[config.mk]
export PLATFORM = sky130hd
export DESIGN_NAME = hv_core
export DESIGN_NICKNAME = d
export VERILOG_FILES = /design/src/hdl/hv_reg_pkg.sv /design/src/hdl/hv_ctrl_pkg.sv /design/src/hdl/hv_spi_slv.sv /design/src/hdl/hv_reg_arb.sv /design/src/hdl/hv_reg_bank.sv /design/src/hdl/hv_wdg_scan.sv /design/src/hdl/hv_fault_proc.sv /design/src/hdl/hv_core.sv
export SDC_FILE = /design/constraint.sdc
export NUM_CORES = 1
export LEC_CHECK = 0
export ABC_AREA = 1
export BUFFER_PORTS_ARGS = -buffer_cell sky130_fd_sc_hd__clkbuf_2
export CAP_MARGIN = 20
export CORE_MARGIN = 2
export CORE_UTILIZATION = 40
export DETAILED_ROUTE_END_ITERATION = 8
export GPL_TIMING_DRIVEN = 0
export HOLD_SLACK_MARGIN = 0.02
export SLEW_MARGIN = 20
export SYNTH_ARGS = -nofsm -noshare
export SYNTH_HDL_FRONTEND = slang
export SYNTH_HIERARCHICAL = 1
export SYNTH_SLANG_ARGS = --single-unit
[constraint.sdc]
create_clock -name i_clk -period 3.8 [get_ports i_clk]
set_input_delay 0.57 -clock i_clk [delete_from_list [all_inputs] [get_ports i_clk]]
set_output_delay 0.57 -clock i_clk [all_outputs]
set_load 0.05 [all_outputs]
[src/hdl/hv_reg_pkg.sv]
// Register map, bank access types and the frame CRC rule shared by the SPI, arbiter and bank
`default_nettype none

package hv_reg_pkg;

    typedef logic [6:0] reg_addr_t;
    typedef logic [7:0] reg_data_t;
    typedef logic [7:0] reg_crc_t;

    //==================================================
    // register map
    //==================================================
    localparam reg_addr_t ADDR_MODE      = 7'h00;
    localparam reg_addr_t ADDR_CFG_FIRST = 7'h01;
    localparam reg_addr_t ADDR_CFG_LAST  = 7'h06;
    localparam reg_addr_t ADDR_STATUS1   = 7'h10;  // sticky and write one to clear
    localparam reg_addr_t ADDR_STATUS2   = 7'h11;  // read-only live faults
    localparam int        NUM_CFG        = 6;

    // one bank access as issued by a peer
    typedef struct packed {
        logic      wr;
        reg_addr_t addr;
        reg_data_t data;
        reg_crc_t  crc;    // frame crc kept with config writes
    } reg_req_t;

    typedef struct packed {
        reg_data_t data;
        reg_crc_t  crc;
    } reg_rsp_t;

    // msb-first crc-8 with poly 0x07 and zero init over {wr, addr, data}
    function automatic reg_crc_t crc8(input logic [15:0] din);
        reg_crc_t crc;
        crc = '0;
        for (int i = 15; i >= 0; i--) begin
            if (crc[7] ^ din[i]) begin
                crc = {crc[6:0], 1'b0} ^ 8'h07;
            end else begin
                crc = {crc[6:0], 1'b0};
            end
        end
        return crc;
    endfunction

endpackage

`default_nettype wire

[src/hdl/hv_ctrl_pkg.sv]
// Driver-side types for the fault inputs, the configuration outputs and the mode register
`default_nettype none

package hv_ctrl_pkg;

    typedef logic [7:0] cfg_sel_t;

    typedef struct packed {
        logic uv;
        logic ov;
        logic ot;
        logic oc;
        logic desat;
        logic scp;
    } hv_fault_t;

    // address 1 sits in the top byte
    typedef struct packed {
        cfg_sel_t src_sel;
        cfg_sel_t snk_sel;
        cfg_sel_t desat_sel;
        cfg_sel_t oc_sel;
        cfg_sel_t sc_sel;
        cfg_sel_t dvdt_sel;
    } hv_cfg_t;

    typedef struct packed {
        logic [6:0] rsvd;        // always 0
        logic       crc_bypass;  // config writes skip the frame crc check
    } hv_mode_t;

endpackage

`default_nettype wire

[src/hdl/hv_spi_slv.sv]
// SPI mode 0 slave that checks 24-bit frames and turns accepted ones into bank requests
`default_nettype none

module hv_spi_slv import hv_reg_pkg::*; import hv_ctrl_pkg::*; (
    input  logic     i_clk,
    input  logic     i_reset,
    input  logic     i_spi_sclk,
    input  logic     i_spi_csb,
    input  logic     i_spi_mosi,
    output logic     o_spi_miso,
    input  hv_mode_t i_mode,
    output logic     o_req_vld,
    output reg_req_t o_req,
    input  logic     i_ack,
    input  reg_rsp_t i_rsp,
    output logic     o_spi_err
);

    logic [2:0]  sclk_q;
    logic [2:0]  csb_q;
    logic [1:0]  mosi_q;
    logic        sclk_rise;
    logic        sclk_fall;
    logic        csb_rise;
    logic [4:0]  bit_cnt;
    logic [23:0] rx_sr;
    logic [23:0] tx_sr;
    logic [23:0] rsp_word;
    logic        frame_wr;
    reg_addr_t   frame_addr;
    reg_data_t   frame_data;
    reg_crc_t    frame_crc;
    logic        crc_ok;
    logic        bypass_ok;
    logic        frame_ok;

    //==================================================
    // bus synchronizers
    //==================================================
    always_ff @(posedge i_clk) begin
        if (i_reset) begin
            sclk_q <= '0;
            csb_q  <= '1;  // idle high, no false frame end
            mosi_q <= '0;
        end else begin
            sclk_q <= {sclk_q[1:0], i_spi_sclk};
            csb_q  <= {csb_q[1:0], i_spi_csb};
            mosi_q <= {mosi_q[0], i_spi_mosi};
        end
    end

    assign sclk_rise = !csb_q[1] && (sclk_q[2:1] == 2'b01);
    assign sclk_fall = !csb_q[1] && (sclk_q[2:1] == 2'b10);
    assign csb_rise  = (csb_q[2:1] == 2'b01);

    //==================================================
    // receive and frame check
    //==================================================
    assign {frame_wr, frame_addr, frame_data, frame_crc} = rx_sr;
    assign crc_ok    = (crc8(rx_sr[23:8]) == frame_crc);
    assign bypass_ok = frame_wr && i_mode.crc_bypass &&
                       (frame_addr >= ADDR_CFG_FIRST) && (frame_addr <= ADDR_CFG_LAST);
    assign frame_ok  = (bit_cnt == 5'd24) && (crc_ok || bypass_ok);

    always_ff @(posedge i_clk) begin
        if (i_reset) begin
            bit_cnt <= '0;
        end else if (csb_q[1]) begin
            bit_cnt <= '0;
        end else if (sclk_rise && (bit_cnt != 5'd31)) begin
            bit_cnt <= bit_cnt + 5'd1;  // saturates so long frames stay rejected
        end
    end

    always_ff @(posedge i_clk) begin
        if (sclk_rise) begin
            rx_sr <= {rx_sr[22:0], mosi_q[1]};
        end
    end

    always_ff @(posedge i_clk) begin
        if (i_reset) begin
            o_req_vld <= 1'b0;
            o_spi_err <= 1'b0;
        end else begin
            o_spi_err <= csb_rise && !frame_ok;
            if (csb_rise && frame_ok) begin
                o_req_vld <= 1'b1;
            end else if (i_ack) begin
                o_req_vld <= 1'b0;
            end
        end
    end

    always_ff @(posedge i_clk) begin
        if (csb_rise && frame_ok) begin
            o_req <= '{wr: frame_wr, addr: frame_addr, data: frame_data, crc: frame_crc};
        end
    end

    //==================================================
    // read response on miso
    //==================================================
    // sync delay is 3 cycles, below the half bit of an i_clk/8 sclk
    always_ff @(posedge i_clk) begin
        if (i_reset) begin
            rsp_word <= '0;
            tx_sr    <= '0;
        end else begin
            if (i_ack && !o_req.wr) begin
                rsp_word <= {1'b0, o_req.addr, i_rsp.data, i_rsp.crc};
            end
            if (csb_q[1]) begin
                tx_sr <= rsp_word;  // first bit ready before csb falls
            end else if (sclk_fall) begin
                tx_sr <= {tx_sr[22:0], 1'b0};
            end
        end
    end

    assign o_spi_miso = tx_sr[23];

    a_req_hold: assert property (@(posedge i_clk) disable iff (i_reset)
        o_req_vld && !i_ack |=> o_req_vld && $stable(o_req));

endmodule

`default_nettype wire

[src/hdl/hv_reg_arb.sv]
// Fixed-priority arbiter sharing the register bank between the SPI slave and the scanner
`default_nettype none

module hv_reg_arb import hv_reg_pkg::*; (
    input  logic     i_clk,
    input  logic     i_reset,
    input  logic     i_spi_vld,
    input  reg_req_t i_spi_req,
    output logic     o_spi_ack,
    input  logic     i_scan_vld,
    input  reg_req_t i_scan_req,
    output logic     o_scan_ack,
    output reg_rsp_t o_rsp,
    output logic     o_bank_vld,
    output reg_req_t o_bank_req,
    input  logic     i_bank_ack,
    input  reg_rsp_t i_bank_rsp
);

    logic pending;     // bank answer still owed
    logic winner_spi;

    // spi wins, one grant per bank answer
    assign o_bank_vld = !pending && (i_spi_vld || i_scan_vld);
    assign o_bank_req = i_spi_vld ? i_spi_req : i_scan_req;

    assign o_spi_ack  = i_bank_ack && winner_spi;
    assign o_scan_ack = i_bank_ack && !winner_spi;
    assign o_rsp      = i_bank_rsp;

    always_ff @(posedge i_clk) begin
        if (i_reset) begin
            pending    <= 1'b0;
            winner_spi <= 1'b0;
        end else if (o_bank_vld) begin
            pending    <= 1'b1;
            winner_spi <= i_spi_vld;
        end else if (i_bank_ack) begin
            pending    <= 1'b0;
        end
    end

    // each bank answer goes to exactly one peer that is still requesting
    a_ack_route: assert property (@(posedge i_clk) disable iff (i_reset)
        i_bank_ack |-> $onehot({o_spi_ack && i_spi_vld, o_scan_ack && i_scan_vld}));

endmodule

`default_nettype wire

[src/hdl/hv_reg_bank.sv]
// Register bank holding mode, configuration with stored CRCs and status, plus the interrupt
`default_nettype none

module hv_reg_bank import hv_reg_pkg::*; import hv_ctrl_pkg::*; (
    input  logic      i_clk,
    input  logic      i_reset,
    input  logic      i_vld,
    input  reg_req_t  i_req,
    output logic      o_ack,
    output reg_rsp_t  o_rsp,
    input  hv_fault_t i_fault_flt,
    input  logic      i_spi_err,
    input  logic      i_scan_crc_err,
    output hv_mode_t  o_mode,
    output hv_cfg_t   o_cfg,
    output logic      o_intb_n
);

    typedef logic [2:0] cfg_idx_t;

    reg_data_t cfg_data [NUM_CFG];
    reg_crc_t  cfg_crc  [NUM_CFG];
    hv_mode_t  mode_q;
    reg_data_t status1;
    reg_data_t status1_set;
    reg_data_t status1_clr;
    logic      is_cfg;
    cfg_idx_t  cfg_idx;
    reg_data_t rd_data;
    reg_crc_t  rd_crc;

    assign is_cfg  = (i_req.addr >= ADDR_CFG_FIRST) && (i_req.addr <= ADDR_CFG_LAST);
    assign cfg_idx = cfg_idx_t'(i_req.addr - ADDR_CFG_FIRST);

    //==================================================
    // mode and configuration storage
    //==================================================
    always_ff @(posedge i_clk) begin
        if (i_reset) begin
            for (int i = 0; i < NUM_CFG; i++) begin
                cfg_data[i] <= '0;
                cfg_crc[i]  <= crc8({1'b1, ADDR_CFG_FIRST + reg_addr_t'(i), 8'h00});
            end
            mode_q <= '0;
        end else if (i_vld && i_req.wr) begin
            if (is_cfg) begin
                cfg_data[cfg_idx] <= i_req.data;
                cfg_crc[cfg_idx]  <= i_req.crc;  // kept as sent, checked by the scanner
            end
            if (i_req.addr == ADDR_MODE) begin
                mode_q.crc_bypass <= i_req.data[0];
            end
        end
    end

    //==================================================
    // status and interrupt
    //==================================================
    assign status1_set = {i_scan_crc_err, i_spi_err, i_fault_flt};
    assign status1_clr = (i_vld && i_req.wr && (i_req.addr == ADDR_STATUS1)) ? i_req.data : '0;

    always_ff @(posedge i_clk) begin
        if (i_reset) begin
            status1  <= '0;
            o_intb_n <= 1'b1;
        end else begin
            status1  <= (status1 & ~status1_clr) | status1_set;  // set beats clear
            o_intb_n <= ~|status1;
        end
    end

    //==================================================
    // read path
    //==================================================
    always_comb begin
        rd_data = '0;
        if (is_cfg) begin
            rd_data = cfg_data[cfg_idx];
        end else begin
            case (i_req.addr)
                ADDR_MODE:    rd_data = mode_q;
                ADDR_STATUS1: rd_data = status1;
                ADDR_STATUS2: rd_data = {2'b00, i_fault_flt};
                default:      rd_data = '0;
            endcase
        end
        rd_crc = is_cfg ? cfg_crc[cfg_idx] : crc8({1'b1, i_req.addr, rd_data});
    end

    always_ff @(posedge i_clk) begin
        if (i_reset) begin
            o_ack <= 1'b0;
            o_cfg <= '0;
        end else begin
            o_ack <= i_vld;
            o_cfg <= {cfg_data[0], cfg_data[1], cfg_data[2],
                      cfg_data[3], cfg_data[4], cfg_data[5]};
        end
    end

    always_ff @(posedge i_clk) begin
        if (i_vld) begin
            o_rsp <= '{data: rd_data, crc: rd_crc};
        end
    end

    assign o_mode = mode_q;

endmodule

`default_nettype wire

[src/hdl/hv_wdg_scan.sv]
// Background scanner that rereads each configuration register and checks its stored CRC
`default_nettype none

module hv_wdg_scan import hv_reg_pkg::*; #(
    parameter int SCAN_PERIOD = 64
) (
    input  logic     i_clk,
    input  logic     i_reset,
    output logic     o_req_vld,
    output reg_req_t o_req,
    input  logic     i_ack,
    input  reg_rsp_t i_rsp,
    output logic     o_crc_err
);

    localparam int CNT_W = $clog2(SCAN_PERIOD);

    typedef logic [CNT_W-1:0] period_cnt_t;

    localparam period_cnt_t CNT_LAST = period_cnt_t'(SCAN_PERIOD - 1);

    period_cnt_t period_cnt;
    reg_addr_t   scan_addr;
    logic        crc_bad;

    assign o_req   = '{wr: 1'b0, addr: scan_addr, data: '0, crc: '0};
    assign crc_bad = (i_rsp.crc != crc8({1'b1, scan_addr, i_rsp.data}));

    always_ff @(posedge i_clk) begin
        if (i_reset) begin
            period_cnt <= '0;
            scan_addr  <= ADDR_CFG_FIRST;
            o_req_vld  <= 1'b0;
            o_crc_err  <= 1'b0;
        end else begin
            o_crc_err <= i_ack && crc_bad;
            if (period_cnt == CNT_LAST) begin
                period_cnt <= '0;
            end else begin
                period_cnt <= period_cnt + period_cnt_t'(1);
            end
            if ((period_cnt == CNT_LAST) && !o_req_vld) begin
                o_req_vld <= 1'b1;
            end else if (i_ack) begin
                o_req_vld <= 1'b0;
            end
            if (i_ack) begin  // next register, wrap after the last one
                scan_addr <= (scan_addr == ADDR_CFG_LAST) ? ADDR_CFG_FIRST
                                                          : scan_addr + reg_addr_t'(1);
            end
        end
    end

    // the arbiter only answers a scan read that is outstanding
    a_ack_pending: assert property (@(posedge i_clk) disable iff (i_reset)
        i_ack |-> o_req_vld);

endmodule

`default_nettype wire

[src/hdl/hv_fault_proc.sv]
// Deglitch filters that qualify the six analog fault inputs before they reach the status bits
`default_nettype none

module hv_fault_proc import hv_ctrl_pkg::*; #(
    parameter int DEGLITCH_CYCLES = 4
) (
    input  logic      i_clk,
    input  logic      i_reset,
    input  hv_fault_t i_fault,
    output hv_fault_t o_fault_flt
);

    localparam int NUM_FAULT = $bits(hv_fault_t);
    localparam int CNT_W     = $clog2(DEGLITCH_CYCLES + 1);

    typedef logic [CNT_W-1:0] dgl_cnt_t;

    localparam dgl_cnt_t CNT_LIMIT = dgl_cnt_t'(DEGLITCH_CYCLES);

    dgl_cnt_t             dgl_cnt [NUM_FAULT];
    logic [NUM_FAULT-1:0] fault_vec;
    logic [NUM_FAULT-1:0] flt_vec;

    assign fault_vec = i_fault;

    always_ff @(posedge i_clk) begin
        if (i_reset) begin
            for (int i = 0; i < NUM_FAULT; i++) begin
                dgl_cnt[i] <= '0;
            end
        end else begin
            for (int i = 0; i < NUM_FAULT; i++) begin
                if (!fault_vec[i]) begin
                    dgl_cnt[i] <= '0;  // any low sample restarts
                end else if (dgl_cnt[i] != CNT_LIMIT) begin
                    dgl_cnt[i] <= dgl_cnt[i] + dgl_cnt_t'(1);
                end
            end
        end
    end

    always_comb begin
        for (int i = 0; i < NUM_FAULT; i++) begin
            flt_vec[i] = (dgl_cnt[i] == CNT_LIMIT);
        end
    end

    assign o_fault_flt = flt_vec;

endmodule

`default_nettype wire

[src/hdl/hv_core.sv]
// Top level of the HV die core connecting SPI slave, scanner, arbiter, register bank and faults
`default_nettype none

module hv_core import hv_reg_pkg::*; import hv_ctrl_pkg::*; #(
    parameter int SCAN_PERIOD     = 64,
    parameter int DEGLITCH_CYCLES = 4
) (
    input  logic      i_clk,
    input  logic      i_reset,
    input  logic      i_spi_sclk,
    input  logic      i_spi_csb,
    input  logic      i_spi_mosi,
    output logic      o_spi_miso,
    input  hv_fault_t i_fault,
    output hv_cfg_t   o_reg_cfg,
    output logic      o_intb_n
);

    hv_mode_t  reg_mode;
    logic      spi_req_vld;
    reg_req_t  spi_req;
    logic      spi_ack;
    logic      scan_req_vld;
    reg_req_t  scan_req;
    logic      scan_ack;
    reg_rsp_t  arb_rsp;      // shared by both peers, qualified by their ack
    logic      bank_vld;
    reg_req_t  bank_req;
    logic      bank_ack;
    reg_rsp_t  bank_rsp;
    logic      spi_err;
    logic      scan_crc_err;
    hv_fault_t fault_flt;

    hv_spi_slv u_spi_slv (
        .i_clk      (i_clk),
        .i_reset    (i_reset),
        .i_spi_sclk (i_spi_sclk),
        .i_spi_csb  (i_spi_csb),
        .i_spi_mosi (i_spi_mosi),
        .o_spi_miso (o_spi_miso),
        .i_mode     (reg_mode),
        .o_req_vld  (spi_req_vld),
        .o_req      (spi_req),
        .i_ack      (spi_ack),
        .i_rsp      (arb_rsp),
        .o_spi_err  (spi_err)
    );

    hv_wdg_scan #(.SCAN_PERIOD(SCAN_PERIOD)) u_wdg_scan (
        .i_clk      (i_clk),
        .i_reset    (i_reset),
        .o_req_vld  (scan_req_vld),
        .o_req      (scan_req),
        .i_ack      (scan_ack),
        .i_rsp      (arb_rsp),
        .o_crc_err  (scan_crc_err)
    );

    hv_reg_arb u_reg_arb (
        .i_clk      (i_clk),
        .i_reset    (i_reset),
        .i_spi_vld  (spi_req_vld),
        .i_spi_req  (spi_req),
        .o_spi_ack  (spi_ack),
        .i_scan_vld (scan_req_vld),
        .i_scan_req (scan_req),
        .o_scan_ack (scan_ack),
        .o_rsp      (arb_rsp),
        .o_bank_vld (bank_vld),
        .o_bank_req (bank_req),
        .i_bank_ack (bank_ack),
        .i_bank_rsp (bank_rsp)
    );

    hv_reg_bank u_reg_bank (
        .i_clk          (i_clk),
        .i_reset        (i_reset),
        .i_vld          (bank_vld),
        .i_req          (bank_req),
        .o_ack          (bank_ack),
        .o_rsp          (bank_rsp),
        .i_fault_flt    (fault_flt),
        .i_spi_err      (spi_err),
        .i_scan_crc_err (scan_crc_err),
        .o_mode         (reg_mode),
        .o_cfg          (o_reg_cfg),
        .o_intb_n       (o_intb_n)
    );

    hv_fault_proc #(.DEGLITCH_CYCLES(DEGLITCH_CYCLES)) u_fault_proc (
        .i_clk       (i_clk),
        .i_reset     (i_reset),
        .i_fault     (i_fault),
        .o_fault_flt (fault_flt)
    );

endmodule

`default_nettype wire

======== Yosys cells after proc, flatten, opt, wreduce, memory -nomap -nowiden ========
Memory sizes are Yosys's and may differ from the RTL's. A register that Yosys moved wholly into a read port is not among the register bits.
Cells that the tools add are included.
W data, S select, Z words.
word-level totals
  memories kept ........................... 3
  ROM bits ................................ 0
  bits of input ports ..................... 11
  RAM bits ................................ 114
  latch bits .............................. 0
  output and inout port bits .............. 50
  bits in registers ....................... 154
  logic and storage cells ................. 518
memory list
  name                  words  bits a word  rd ports  clocked after Yosys merged registers in  write ports  RTL line             source
  u_reg_bank.cfg_crc    6      8            1         0                                        6            hv_reg_bank.sv:22    reg_crc_t cfg_crc [NUM_CFG];
  u_reg_bank.cfg_data   6      8            7         6                                        6            hv_reg_bank.sv:21    reg_data_t cfg_data [NUM_CFG];
  u_fault_proc.dgl_cnt  6      3            6         0                                        6            hv_fault_proc.sv:20  dgl_cnt_t dgl_cnt [NUM_FAULT];
cells by class
  reductions and logical operators ........ 38
  divide/modulo/power cells ............... 0
  multiply operators ...................... 0
  add/subtract/negate cells ............... 10
  order comparisons ....................... 4
  equal/unequal tests ..................... 23
  shift operators ......................... 0
  muxes and demuxes ....................... 255
  bitwise gates (word level) .............. 160
operators by type and width
  cell                   number
  $mux W8                70
  $mux W3                124
  $not A3 Y3             102
  $mux W24               3
  $mux W1                56
  $xor A1 B1 Y1          28
  $pmux W8 S3            1
  $reduce_or A8 Y1       3
  $add A3 B1 Y3 const B  6
  $eq A3 B3 Y1 const B   6
  $logic_and A1 B1 Y1    18
  $ne A3 B3 Y1 const B   6
  $xor A1 B1 Y1 const A  15
  $eq A7 B5 Y1 const B   2
  $ge A7 B1 Y1 const B   2
  $le A7 B3 Y1 const B   2
  $or A1 B1 Y1           12
  $and A8 B8 Y8          1
  $eq A8 B8 Y1           1
  $ne A8 B8 Y1           1
  $not A8 Y8             1
  $or A8 B8 Y8           1
  $reduce_bool A2 Y1     4
  $add A7 B1 Y7 const B  1
  other kinds (15)       24

======== Longest topological paths before layout ========
Gate-level depths: netlist (run 1).
  depth in word-level cells ............... 47
  mapped depth ............................ 28
  depth with buffers taken out ............ 23

======== Cells and area by module ========
The synthesis (run 1) kept the hierarchy.
by module, submodules not included
  module         seq. area each (um^2)  cells an instance  area each (um^2)  instances
  hv_reg_bank    5505.3                 954                9054.9            1
  hv_spi_slv     2682.6                 547                4748.3            1
  hv_wdg_scan    300.3                  239                1457.6            1
  hv_fault_proc  540.5                  123                1079.8            1
  hv_reg_arb     40.0                   108                540.5             1

======== Worst setup path before layout (run 1) ========
No wires, ideal clock.
  kind .................................... register -> register
  start ................................... register u_spi_slv.o_req_vld
  end ..................................... memory u_reg_bank/cfg_crc[6][0] (netlist bit), enable pin
  buffers on the path ..................... 7
  arrival time ............................ 3.222 ns
  setup slack ............................. 0.189 ns
  cell stages (with the launch flop) ...... 16
  period minus slack after synthesis ...... 3.611 ns
  library setup time ...................... 0.388 ns
  data required time ...................... 3.412 ns
  path through ............................ dfxtp_1 buf_2 o21ai_0 buf_6 inv_4 buf_2 buf_2 buf_1 ha_1 inv_1 nand2_1 nand2_1 buf_2 clkbuf_1 nand2_1 nor2_1
RTL lines
  element                 RTL line           source
  start, declared         hv_spi_slv.sv:12   output logic o_req_vld,
  start signal, assigned  hv_spi_slv.sv:83   o_req_vld <= 1'b0;
  start signal, assigned  hv_spi_slv.sv:88   o_req_vld <= 1'b1;
  start signal, assigned  hv_spi_slv.sv:90   o_req_vld <= 1'b0;
  end, declared           hv_reg_bank.sv:22

==> results.md, run 1 <==
* WL/cell at 15.39 µm
* Met3 wire length at 2.342 mm
* Area grow syn2layout at 14.69%
* Layout Nets at 2138
* Clock-pin transition on the worst setup and hold timing paths at 0.06 ns
* Rel. slew slack at 23.69%
* Yosys warns at 6
* Vias at 12980
* Pin count of the biggest net entering global routing at 25
* Pre-CTS setup slack at -1.642 ns
* DR pass1 iterations at 6
* Remaining global-route overflow at 0
* RSZ-0062 raised after global routing: yes
* Final hold violation count at 0
* Util after Layout at 46.21%
* Area of all placed cells without fillers at 19300 µm²
* Met2 routed WL at 19.02 mm
* Hold Path Class: input pin to flop
* CTS sink count at 348
* Final setup margin at 0.1931 ns
* Mapped Area at 16820 µm²
* Max Root-Sink Buffers at 3
* Placed Area at 17920 µm²
* Routed Antenna Nets at 0
* Clock latency on the worst-skew pair at 0.54 ns
* Avg Vias per Cell at 4.897
* Synth Area per Inst at 8.571 µm²
* Status: completed
* CP max-delay cell: dfxtp_2
* CP max stage delay at 0.38 ns
* Post-synthesis cell count at 1963
* Bufs and invs on worst path at 7
* Worst-case clock skew at 0.02095 ns
* Crit. path cell count at 16
* Initial antenna violation count at 0
* IO Pins at 61
* Starting Density at 40.29%
* Detailed Place HPWL at 30.34 mm
* Initial detailed-routing violation count at 1077
* H-tree Lvls at 2
* Critical Path AT at 3.82 ns
* Final cell count without fillers at 2651
* Max-capacitance violation count at 0
* Antenna Cells at 0
* Hold Path Depth at 2
* Crit path launch type: flop
* Share of cells above drive strength 1 at 13.64%
* CP Capture Type: flop
* Clk root buf: clkbuf_16
* Worst-path fanout max at 16
* Final setup fails at 0
* I/O Buffers at 60
* DRC violations left at 0
* CTS Buf Count at 37
* Slew Viols, Final at 0
* Vias in the first global route at 12520
* Leak Pwr at 8.195 nW
* DRT Wirelength at 40.80 mm
* TritonCTS clock tree: built
* First-pass GRT wire length at 65.20 mm
* M1 WL at 18.49 mm
* Die height at 209.1 µm
* GP Congestion at 0.9115
* CORE AREA at 41760 µm²
* # placed instances at 2583
* R2R depth at 16
* Tmin final at 3.607 ns
* Die ar. at 43720 µm²
* Die width at 209.1 µm
* Worst path top cell family by delay: buffers and inverters
* Critical Path RT at 4.01 ns
* Crit-path most repeated cell: buf_4
* Top Metal Used: met4
* Worst Max-Slew Pin Slew at 1.143 ns
* Final period util at 94.92%
* Post-CTS Hold Buffers at 0
* Worst vdd ir at 0.2339 mV
* Power Density at 412.2 nW/µm²
* GRT Total Usage at 18.78%
* Fmax at 0.2772 GHz
* CP Cell Sequence: buf_4 > o21ai_2 > buf_6 > inv_4 > buf_4 > buf_4 > ha_1 > nand3_1 > nand2_2 > nand2_4 > nor3_2 > inv_2 > nor3_1 > nand2_1 > clkbuf_4 > nand2_8
* Crit Path Class: flop to flop
* Site Rows at 75
[where the power goes]
part / internal, mW / switching, mW / total (mW)
Combinational: 0.0958 / 0.249 / 0.345
Sequential: 4.04 / 0.0308 / 4.07
Clock: 2.10 / 1.44 / 3.54
Total: 6.24 / 1.72 / 7.95
[routing by layer]
layer  GRT usage, %  up-vias
met3          2.660       67
met5              0        -
met4          5.764        0
met1          25.41     6094
met2          31.31      333
li1               -     6487
[state kept, by name, summed over array words and instances (netlist names), 5 cells and up]
register	flops
u_spi_slv/rsp_word	23
u_wdg_scan/scan_addr	7
u_reg_bank/cfg_data	64
u_spi_slv/rx_sr	24
u_spi_slv/tx_sr	24
u_reg_bank/o_cfg	48
u_reg_bank/status1	8
u_spi_slv/bit_cnt	5
u_reg_bank/cfg_crc	64
u_fault_proc/dgl_cnt	18
u_spi_slv/o_req	24
u_wdg_scan/period_cnt	6
u_reg_bank/o_rsp	16
[timing repair]
action / in CTS / in global routing
resized for setup: 36 / 7
cloned: 0 / 2
setup buffers: 0 / 2
setup endpoints to repair: 256 / 88
[cell usage in the layout (no fill, tap or decap), types with 4 or more instances in the layout]
master	instances
inv_4	4
clkbuf_2	67
nand2_8	6
a311oi_1	20
o22ai_1	13
dfxtp_1	136
ha_1	42
clkbuf_1	43
nor2_2	4
nand2_1	451
xor2_1	12
o21ai_0	107
buf_6	8
nor2_1	285
buf_1	4
inv_2	13
nand3_2	14
or2_2	4
clkbuf_8	7
a21oi_1	34
xor2_2	5
o211ai_1	5
edfxtp_1	210
nand3b_1	4
nand4_1	5
inv_1	270
buf_2	6
nor3_1	5
nand2_2	26
buf_4	46
xnor2_1	13
conb_1	17
a21oi_2	6
o21ai_1	12
nand3_1	122
clkbuf_16	39
nand2_4	9
[stage by stage]
stage               TNS, ns  hold WS, ns  power, mW
CTS                       0       0.2159      8.029
global route        -0.7438       0.2310      8.224
floorplan                 0       0.3855      4.385
finish                    0       0.2321      7.955
detailed placement  -215.64       0.3920      4.489
global placement    -232.16       0.3932      4.480
[path summary, 6_finish.rpt]
check,to,from,slack [ns]
worst max register to register,u_reg_bank/cfg_crc[1][3]$_SDFFCE_PN1P_,u_spi_slv/o_req_vld$_SDFFE_PP0P_,0.19
worst max-delay path,u_reg_bank/cfg_crc[1][3]$_SDFFCE_PN1P_,u_spi_slv/o_req_vld$_SDFFE_PP0P_,0.19
worst min-delay path,u_spi_slv/csb_q[0]$_SDFF_PP1_,i_spi_csb,0.23
worst min register to register,u_spi_slv/sclk_q[1]$_SDFF_PP0_,u_spi_slv/sclk_q[0]$_SDFF_PP0_,0.40
[cell type report]
cell class | count | area [µm²]
Buffer | 97 | 598.1
Clock buffer | 60 | 1129
Clock inverter | 7 | 63.81
Fill cell | 3948 | 22460
Inverter | 287 | 1087
Multi-Input combinational cell | 1246 | 6306
Sequential cell | 348 | 9071
Tap cell | 539 | 674.4
Timing Repair Buffer | 67 | 367.9
(Power assumes the default switching activity.)
==> inputs of run 2 (changes only) <==
==> constraint.sdc (replaced) <==
create_clock -name i_clk -period 4.1 [get_ports i_clk]
set_input_delay 0.615 -clock i_clk [delete_from_list [all_inputs] [get_ports i_clk]]
set_output_delay 0.615 -clock i_clk [all_outputs]
set_load 0.05 [all_outputs]
==> results.md, run 2 (same netlist as run 1, synthesis figures left out) <==
* Worst vdd ir at 0.2167 mV (-7.4%)
* Fmax at 0.2691 GHz (-2.9%)
* Final setup margin at 0.3841 ns (+0.1910 ns)
* Comb pwr share at 4.3% (about the same)
* Layout Nets at 2138 (unchanged)
* GRT met2 Usage at 31.43% (+0.11 points)
* Rel. slew slack at 41.12% (+17 points)
* M3 GR Usage at 2.540% (-0.12 points)
* Critical Path AT at 3.96 ns (+0.14 ns)
* Pint at 5.779 mW (-7.4%)
* Max Root-Sink Buffers at 3 (unchanged)
* Status: completed
* CTS Buf Count at 37 (unchanged)
* Setup TNS at 0 ns (unchanged)
* Most frequent cells in the layout: nand2_1, nor2_1, inv_1
* Area of all placed cells without fillers at 19230 µm² (-0.32%)
* I/O Buffers at 60 (unchanged)
* Crit path launch type: flop
* Slew Viols, Final at 0 (unchanged)
* Pre-CTS setup slack at -1.342 ns (+0.3000 ns)
* Die height at 209.1 µm (unchanged)
* DRC violations left at 0 (unchanged)
* Pin count of the biggest net entering global routing at 25 (unchanged)
* Initial antenna violation count at 0 (unchanged)
* Final period util at 90.63% (-4.3 points)
* CORE AREA at 41760 µm² (unchanged)
* Most Used Layer, Global Route: met2
* Power Density at 383.1 nW/µm² (-7.1%)
* Placed Area at 17920 µm² (unchanged)
* TritonCTS clock tree: built
* Area grow syn2layout at 14.32%
* RSZ-0062 raised after global routing: no
* Site Rows at 75 (unchanged)
* Clock-pin transition on the worst setup and hold timing paths at 0.06 ns (about the same)
* Vias in the first global route at 12500 (-0.16%)
* Tmin final at 3.716 ns (+0.1090 ns)
* Clock share of power at 44.5% (about the same)
* Worst-path fanout max at 15 (-1)
* Hold Path Class: input pin to flop
* Antenna Cells at 0 (unchanged)
* DR pass1 iterations at 5 (-1)
* First-pass GRT wire length at 65.24 mm (about the same)
* CP Capture Type: flop
* Switching part of the total at 21.58% (about the same)
* Met1 GRT Util at 25.55% (+0.14 points)
* IO Pins at 61 (unchanged)
* GRT Total Usage at 18.81% (+0.026 points)
* CTS sink count at 348 (unchanged)
* Worst Max-Slew Pin Slew at 0.8822 ns (-0.2612 ns)
* Detailed Place HPWL at 30.34 mm (unchanged)
* Final hold violation count at 0 (unchanged)
* Remaining global-route overflow at 0 (unchanged)
* Top flop regs: u_reg_bank/cfg_crc: 64 flops, u_reg_bank/cfg_data: 64 flops, u_reg_bank/o_cfg: 48 flops
* Initial detailed-routing violation count at 1138 (+5.7%)
* Max-capacitance violation count at 0 (unchanged)
* Die ar. at 43720 µm² (unchanged)
* Routed Antenna Nets at 0 (unchanged)
* Clk root buf: clkbuf_16
* Leak Pwr at 8.179 nW (-0.20%)
* DRT Wirelength at 40.82 mm (about the same)
* Share of cells above drive strength 1 at 13.45% (-0.19 points)
* Starting Density at 40.29% (unchanged)
* Crit Path Class: flop to flop
* Leading cell type in the layout, fill and taps excluded: nand2_1
* Worst-case clock skew at 0.02000 ns (-0.0009498 ns)
* Die width at 209.1 µm (unchanged)
* WL/cell at 15.40 µm (about the same)
* Final setup fails at 0 (unchanged)
* Psw at 1.590 mW (-7.4%)
* Critical Path RT at 4.34 ns (+0.33 ns)
* Avg Vias per Cell at 4.890 (-0.14%)
* H-tree Lvls at 2 (unchanged)
* Vias at 12960 (-0.14%)
* Clock latency on the worst-skew pair at 0.54 ns (about the same)
* Reg power frac at 51.2% (about the same)
* GP Congestion at 0.9115 (unchanged)
==> run 2: cell count changes in the layout (fill, tap and decap cells not counted), sizes merged <==
cell	change
buf	+3
clkbuf	-1
nand2	-2
==> run 2: worst max-delay path, stage by stage, from the launching register on <==
cell,delay [ns]
dfxtp_2,0.38
buf_4,0.20
o21ai_1,0.14
buf_6,0.16
inv_4,0.16
buf_4,0.23
buf_4,0.24
ha_4,0.18
inv_1,0.05
nand2_1,0.06
nand2_2,0.19
buf_2,0.28
o21ai_0,0.28
inv_1,0.10
nor2_2,0.52
buf_8,0.24
==> run 2: cell type report <==
| cell class | count | area (µm²) |
|---|---|---|
| Multi-Input combinational cell | 1244 | 6243 |
| Sequential cell | 348 | 9071 |
| Timing Repair Buffer | 67 | 367.9 |
| Tap cell | 539 | 674.4 |
| Clock inverter | 7 | 63.81 |
| Inverter | 287 | 1087 |
| Buffer | 99 | 598.1 |
| Clock buffer | 60 | 1129 |
| Fill cell | 3943 | 22520 |
==> run 2: final timing paths <==
path / start / to / slack, ns / cells past startpoint
hold reg to reg: u_spi_slv/sclk_q[0]$_SDFF_PP0_ / u_spi_slv/sclk_q[1]$_SDFF_PP0_ / 0.40 / 2
hold / removal: i_spi_csb / u_spi_slv/csb_q[0]$_SDFF_PP1_ / 0.28 / 2
setup reg to reg: u_spi_slv/o_req_vld$_SDFFE_PP0P_ / u_reg_bank/cfg_data[5][0]$_DFFE_PP_ / 0.38 / 15
setup / recovery: u_spi_slv/o_req_vld$_SDFFE_PP0P_ / u_reg_bank/cfg_data[5][0]$_DFFE_PP_ / 0.38 / 15
==> run 2: per-stage QoR <==
| stage | util [%] | hold slack, ns | instances | power, mW |
|---|---|---|---|---|
| after floorplan | - | 0.3855 | 1979 | 4.064 |
| after global placement | 42.77 | 0.3932 | 2578 | 4.152 |
| after detailed placement | 42.92 | 0.3920 | 2583 | 4.160 |
| after CTS | 45.92 | 0.2609 | 2650 | 7.438 |
| after global routing | 46.06 | 0.2760 | 2651 | 7.617 |
| final | 46.06 | 0.2761 | 2651 | 7.369 |
==> run 2: power groups by stage <==
stage          clock, mW  sequential (mW)  combinational [mW]
2_1_floorplan          0             3.90               0.161
3_3_place_gp           0             3.85               0.302
3_5_place_dp           0             3.85               0.309
4_1_cts             3.35             3.78               0.313
5_1_grt             3.49             3.78               0.346
6_report            3.28             3.78               0.315
==> run 2: routing by layer <==
layer	part of all wire (%)	vias to the layer above
li1	-	6487
met1	46	6086
met2	47	327
met3	5.1	63
met4	2.1	0
met5	0	-
==> run 2: timing repair <==
| action | 4_1_cts | 5_1_grt |
|---|---|---|
| hold buffers | 0 | 0 |
| setup endpoints to repair | 228 | 133 |
| gates resized for setup | 21 | 10 |
| setup buffers | 0 | 2 |
==> inputs of run 3 (changes only) <==
--- a/config.mk
+++ b/config.mk
@@ -13,6 +13,7 @@
 export DETAILED_ROUTE_END_ITERATION = 8
 export GPL_TIMING_DRIVEN = 0
 export HOLD_SLACK_MARGIN = 0.02
+export SETUP_SLACK_MARGIN = 0.5
 export SLEW_MARGIN = 20
 export SYNTH_ARGS = -nofsm -noshare
 export SYNTH_HDL_FRONTEND = slang
==> results.md, run 3 (same netlist as run 1, synthesis figures left out) <==
* Site Rows at 75 (unchanged)
* H-tree Lvls at 2 (unchanged)
* Max Root-Sink Buffers at 3 (unchanged)
* Final setup fails at 0 (unchanged)
* CORE AREA at 41760 µm² (unchanged)
* Top flop regs: u_reg_bank/cfg_crc: 64 flops, u_reg_bank/cfg_data: 64 flops, u_reg_bank/o_cfg: 48 flops
* Reg-to-reg startpoint: u_spi_slv/o_req_vld$_SDFFE_PP0P_
* Routed Antenna Nets at 0 (unchanged)
* Worst-case clock skew at 0.02186 ns (+0.001866 ns)
* Layout Nets at 2143 (+0.23%)
* Vias at 12940 (-0.18%)
* Pre-CTS setup slack at -1.342 ns (unchanged)
* RSZ-0062 raised after global routing: yes
* Worst Max-Slew Pin Slew at 1.114 ns (+0.2315 ns)
* I/O Buffers at 60 (unchanged)
* FF/Latch Area at 9074 µm² (about the same)
* Die ar. at 43720 µm² (unchanged)
* Pin count of the biggest net entering global routing at 25 (unchanged)
* Final period util at 83.43% (-7.2 points)
* Leak Pwr at 8.237 nW (+0.71%)
* Remaining global-route overflow at 0 (unchanged)
* Placed Area at 17920 µm² (unchanged)
* Status: completed
* Area of all placed cells without fillers at 19420 µm² (+0.95%)
* Detailed Place HPWL at 30.34 mm (unchanged)
* Hold Path Depth at 2 (unchanged)
* TritonCTS clock tree: built
* Clock latency on the worst-skew pair at 0.54 ns (about the same)
* First-pass GRT wire length at 65.63 mm (+0.59%)
* IO Pins at 61 (unchanged)
* Critical Path RT at 4.35 ns (about the same)
* R2R depth at 19 (+4)
* GRT Total Usage at 18.93% (+0.12 points)
* DR pass1 iterations at 5 (unchanged)
* Antenna Cells at 0 (unchanged)
* Avg Vias per Cell at 4.872 (-0.37%)
* Clock-pin transition on the worst setup and hold timing paths at 0.06 ns (about the same)
* Multi-input gate area at 6352 µm² (+1.7%)
* Final hold violation count at 0 (unchanged)
* Max-capacitance violation count at 0 (unchanged)
* WL/cell at 15.46 µm (+0.39%)
* Hold endpoint: u_spi_slv/csb_q[0]$_SDFF_PP1_
* Initial detailed-routing violation count at 989 (-13%)
* CTS sink count at 348 (unchanged)
* Crit path launch type: flop
* CTS Buf Count at 37 (unchanged)
* Vias in the first global route at 12570 (+0.55%)
* Die height at 209.1 µm (unchanged)
* GP Congestion at 0.9115 (unchanged)
* Worst vdd ir at 0.2166 mV (about the same)
* Hold Path Class: input pin to flop
* CP Capture Type: flop
* Worst r2r dst: u_reg_bank/o_rsp[6]$_DFFE_PP_
* DRC violations left at 0 (unchanged)
* Die width at 209.1 µm (unchanged)
* DRT Wirelength at 41.06 mm (+0.58%)
* Starting Density at 40.29% (unchanged)
* Most frequent cells in the layout: nand2_1, nor2_1, inv_1
* Post-CTS Hold Buffers at 0 (unchanged)
* Share of cells above drive strength 1 at 14.12% (+0.68 points)
* Hold Startpoint: i_spi_csb
* Power Density at 379.9 nW/µm² (-0.83%)
* Fmax at 0.2923 GHz (+8.6%)
* Rel. slew slack at 25.67% (-15 points)
* Final setup margin at 0.6794 ns (+0.2954 ns)
* Reg2reg setup slack at 0.68 ns (+0.30 ns)
* Slew Viols, Final at 0 (unchanged)
* Filler cell count at 3924 (-0.48%)
* Area grow syn2layout at 15.41%
* Tmin final at 3.421 ns (-0.2954 ns)
* Leading cell type in the layout, fill and taps excluded: nand2_1
* Worst-path fanout max at 11 (-4)
* Initial antenna violation count at 0 (unchanged)
* Critical Path AT at 3.67 ns (-0.29 ns)
* Clk root buf: clkbuf_16
* Crit Path Class: flop to flop
-- run 3: cell types whose count changed in the layout (fill, tap and decap cells not counted), moves of 3 or more --
cell,previous run,this run
buf_2,12,8
buf_4,43,47
buf_6,8,12
nor2_2,5,2
nor2_4,2,5
-- run 3: worst max path at each step --
stage / from / to / slack [ns] / cells past startpoint
2_1_floorplan: u_spi_slv/o_req_vld$_SDFFE_PP0P_ / u_reg_bank/cfg_crc[6][0]$_DFFE_PP_ / 0.49 / 15
3_3_place_gp: u_spi_slv/o_req_vld$_SDFFE_PP0P_ / u_reg_bank/cfg_crc[4][3]$_SDFFCE_PN0P_ / -1.28 / 14
3_5_place_dp: u_spi_slv/o_req_vld$_SDFFE_PP0P_ / u_reg_bank/cfg_crc[4][3]$_SDFFCE_PN0P_ / -1.34 / 14
4_1_cts: u_spi_slv/o_req_vld$_SDFFE_PP0P_ / u_reg_bank/cfg_data[2][4]$_SDFFCE_PN0P_ / 0.51 / 20
5_1_grt: u_spi_slv/o_req_vld$_SDFFE_PP0P_ / u_reg_bank/o_rsp[2]$_DFFE_PP_ / 0.48 / 28
6_report: u_spi_slv/o_req_vld$_SDFFE_PP0P_ / u_reg_bank/o_rsp[6]$_DFFE_PP_ / 0.68 / 19
-- run 3: power by group --
group          switching [mW]  internal (mW)  leakage [nW]
Clock                    1.34           1.95         0.586
Combinational           0.232         0.0892          4.46
Sequential             0.0287           3.75          3.19
-- run 3: per-layer routing --
metal  share of wire (%)  vias to the layer above  global-route usage (%)
li1                    -                     6499                       -
met1                  46                     6061                   25.64
met2                  47                      312                   31.30
met3                 5.3                       68                   2.735
met4                 2.4                        0                   6.232
met5                   0                        -                       0
-- run 3: final cells by class --
type                       instances  area share, %
clock buffer                      60          5.812
tap                              539          3.473
sequential                       348          46.73
clock inverter                     7         0.3286
timing repair buffer              69          1.972
buffer                           100          3.370
inverter                         287          5.600
multi-input combinational       1246          32.71
-- run 3: repair_timing --
item,CTS,global route
gates resized for setup,48,22
gates cloned,2,0
pin swaps,0,1
setup endpoints to repair,280,174
setup buffers,1,3
-- run 3: worst max-delay path, cell delays in order (launching register included) --
cell and delay [ns]:
dfxtp_4 0.37, buf_6 0.15, o21ai_4 0.17, buf_6 0.13, inv_4 0.05, buf_6 0.15, buf_8 0.15, buf_8 0.15
ha_4 0.32, inv_2 0.07, buf_4 0.19, a21oi_1 0.12, o21ai_1 0.08, nand3_1 0.15, nand3_2 0.14, nand2_4 0.14
xor2_4 0.20, nand2_1 0.10, a21oi_1 0.19, o22ai_2 0.12
-- run 3: per-stage QoR --
step	hold WS [ns]	setup TNS (ns)	total power [mW]	instances	utilization, %
detailed placement	0.3920	-141.57	4.160	2583	42.92
global route	0.2760	0	7.624	2656	46.50
CTS	0.2609	0	7.446	2653	46.29
finish	0.2747	0	7.377	2656	46.50
global placement	0.3932	-157.70	4.152	2578	42.77
floorplan	0.3855	0	4.064	1979	-
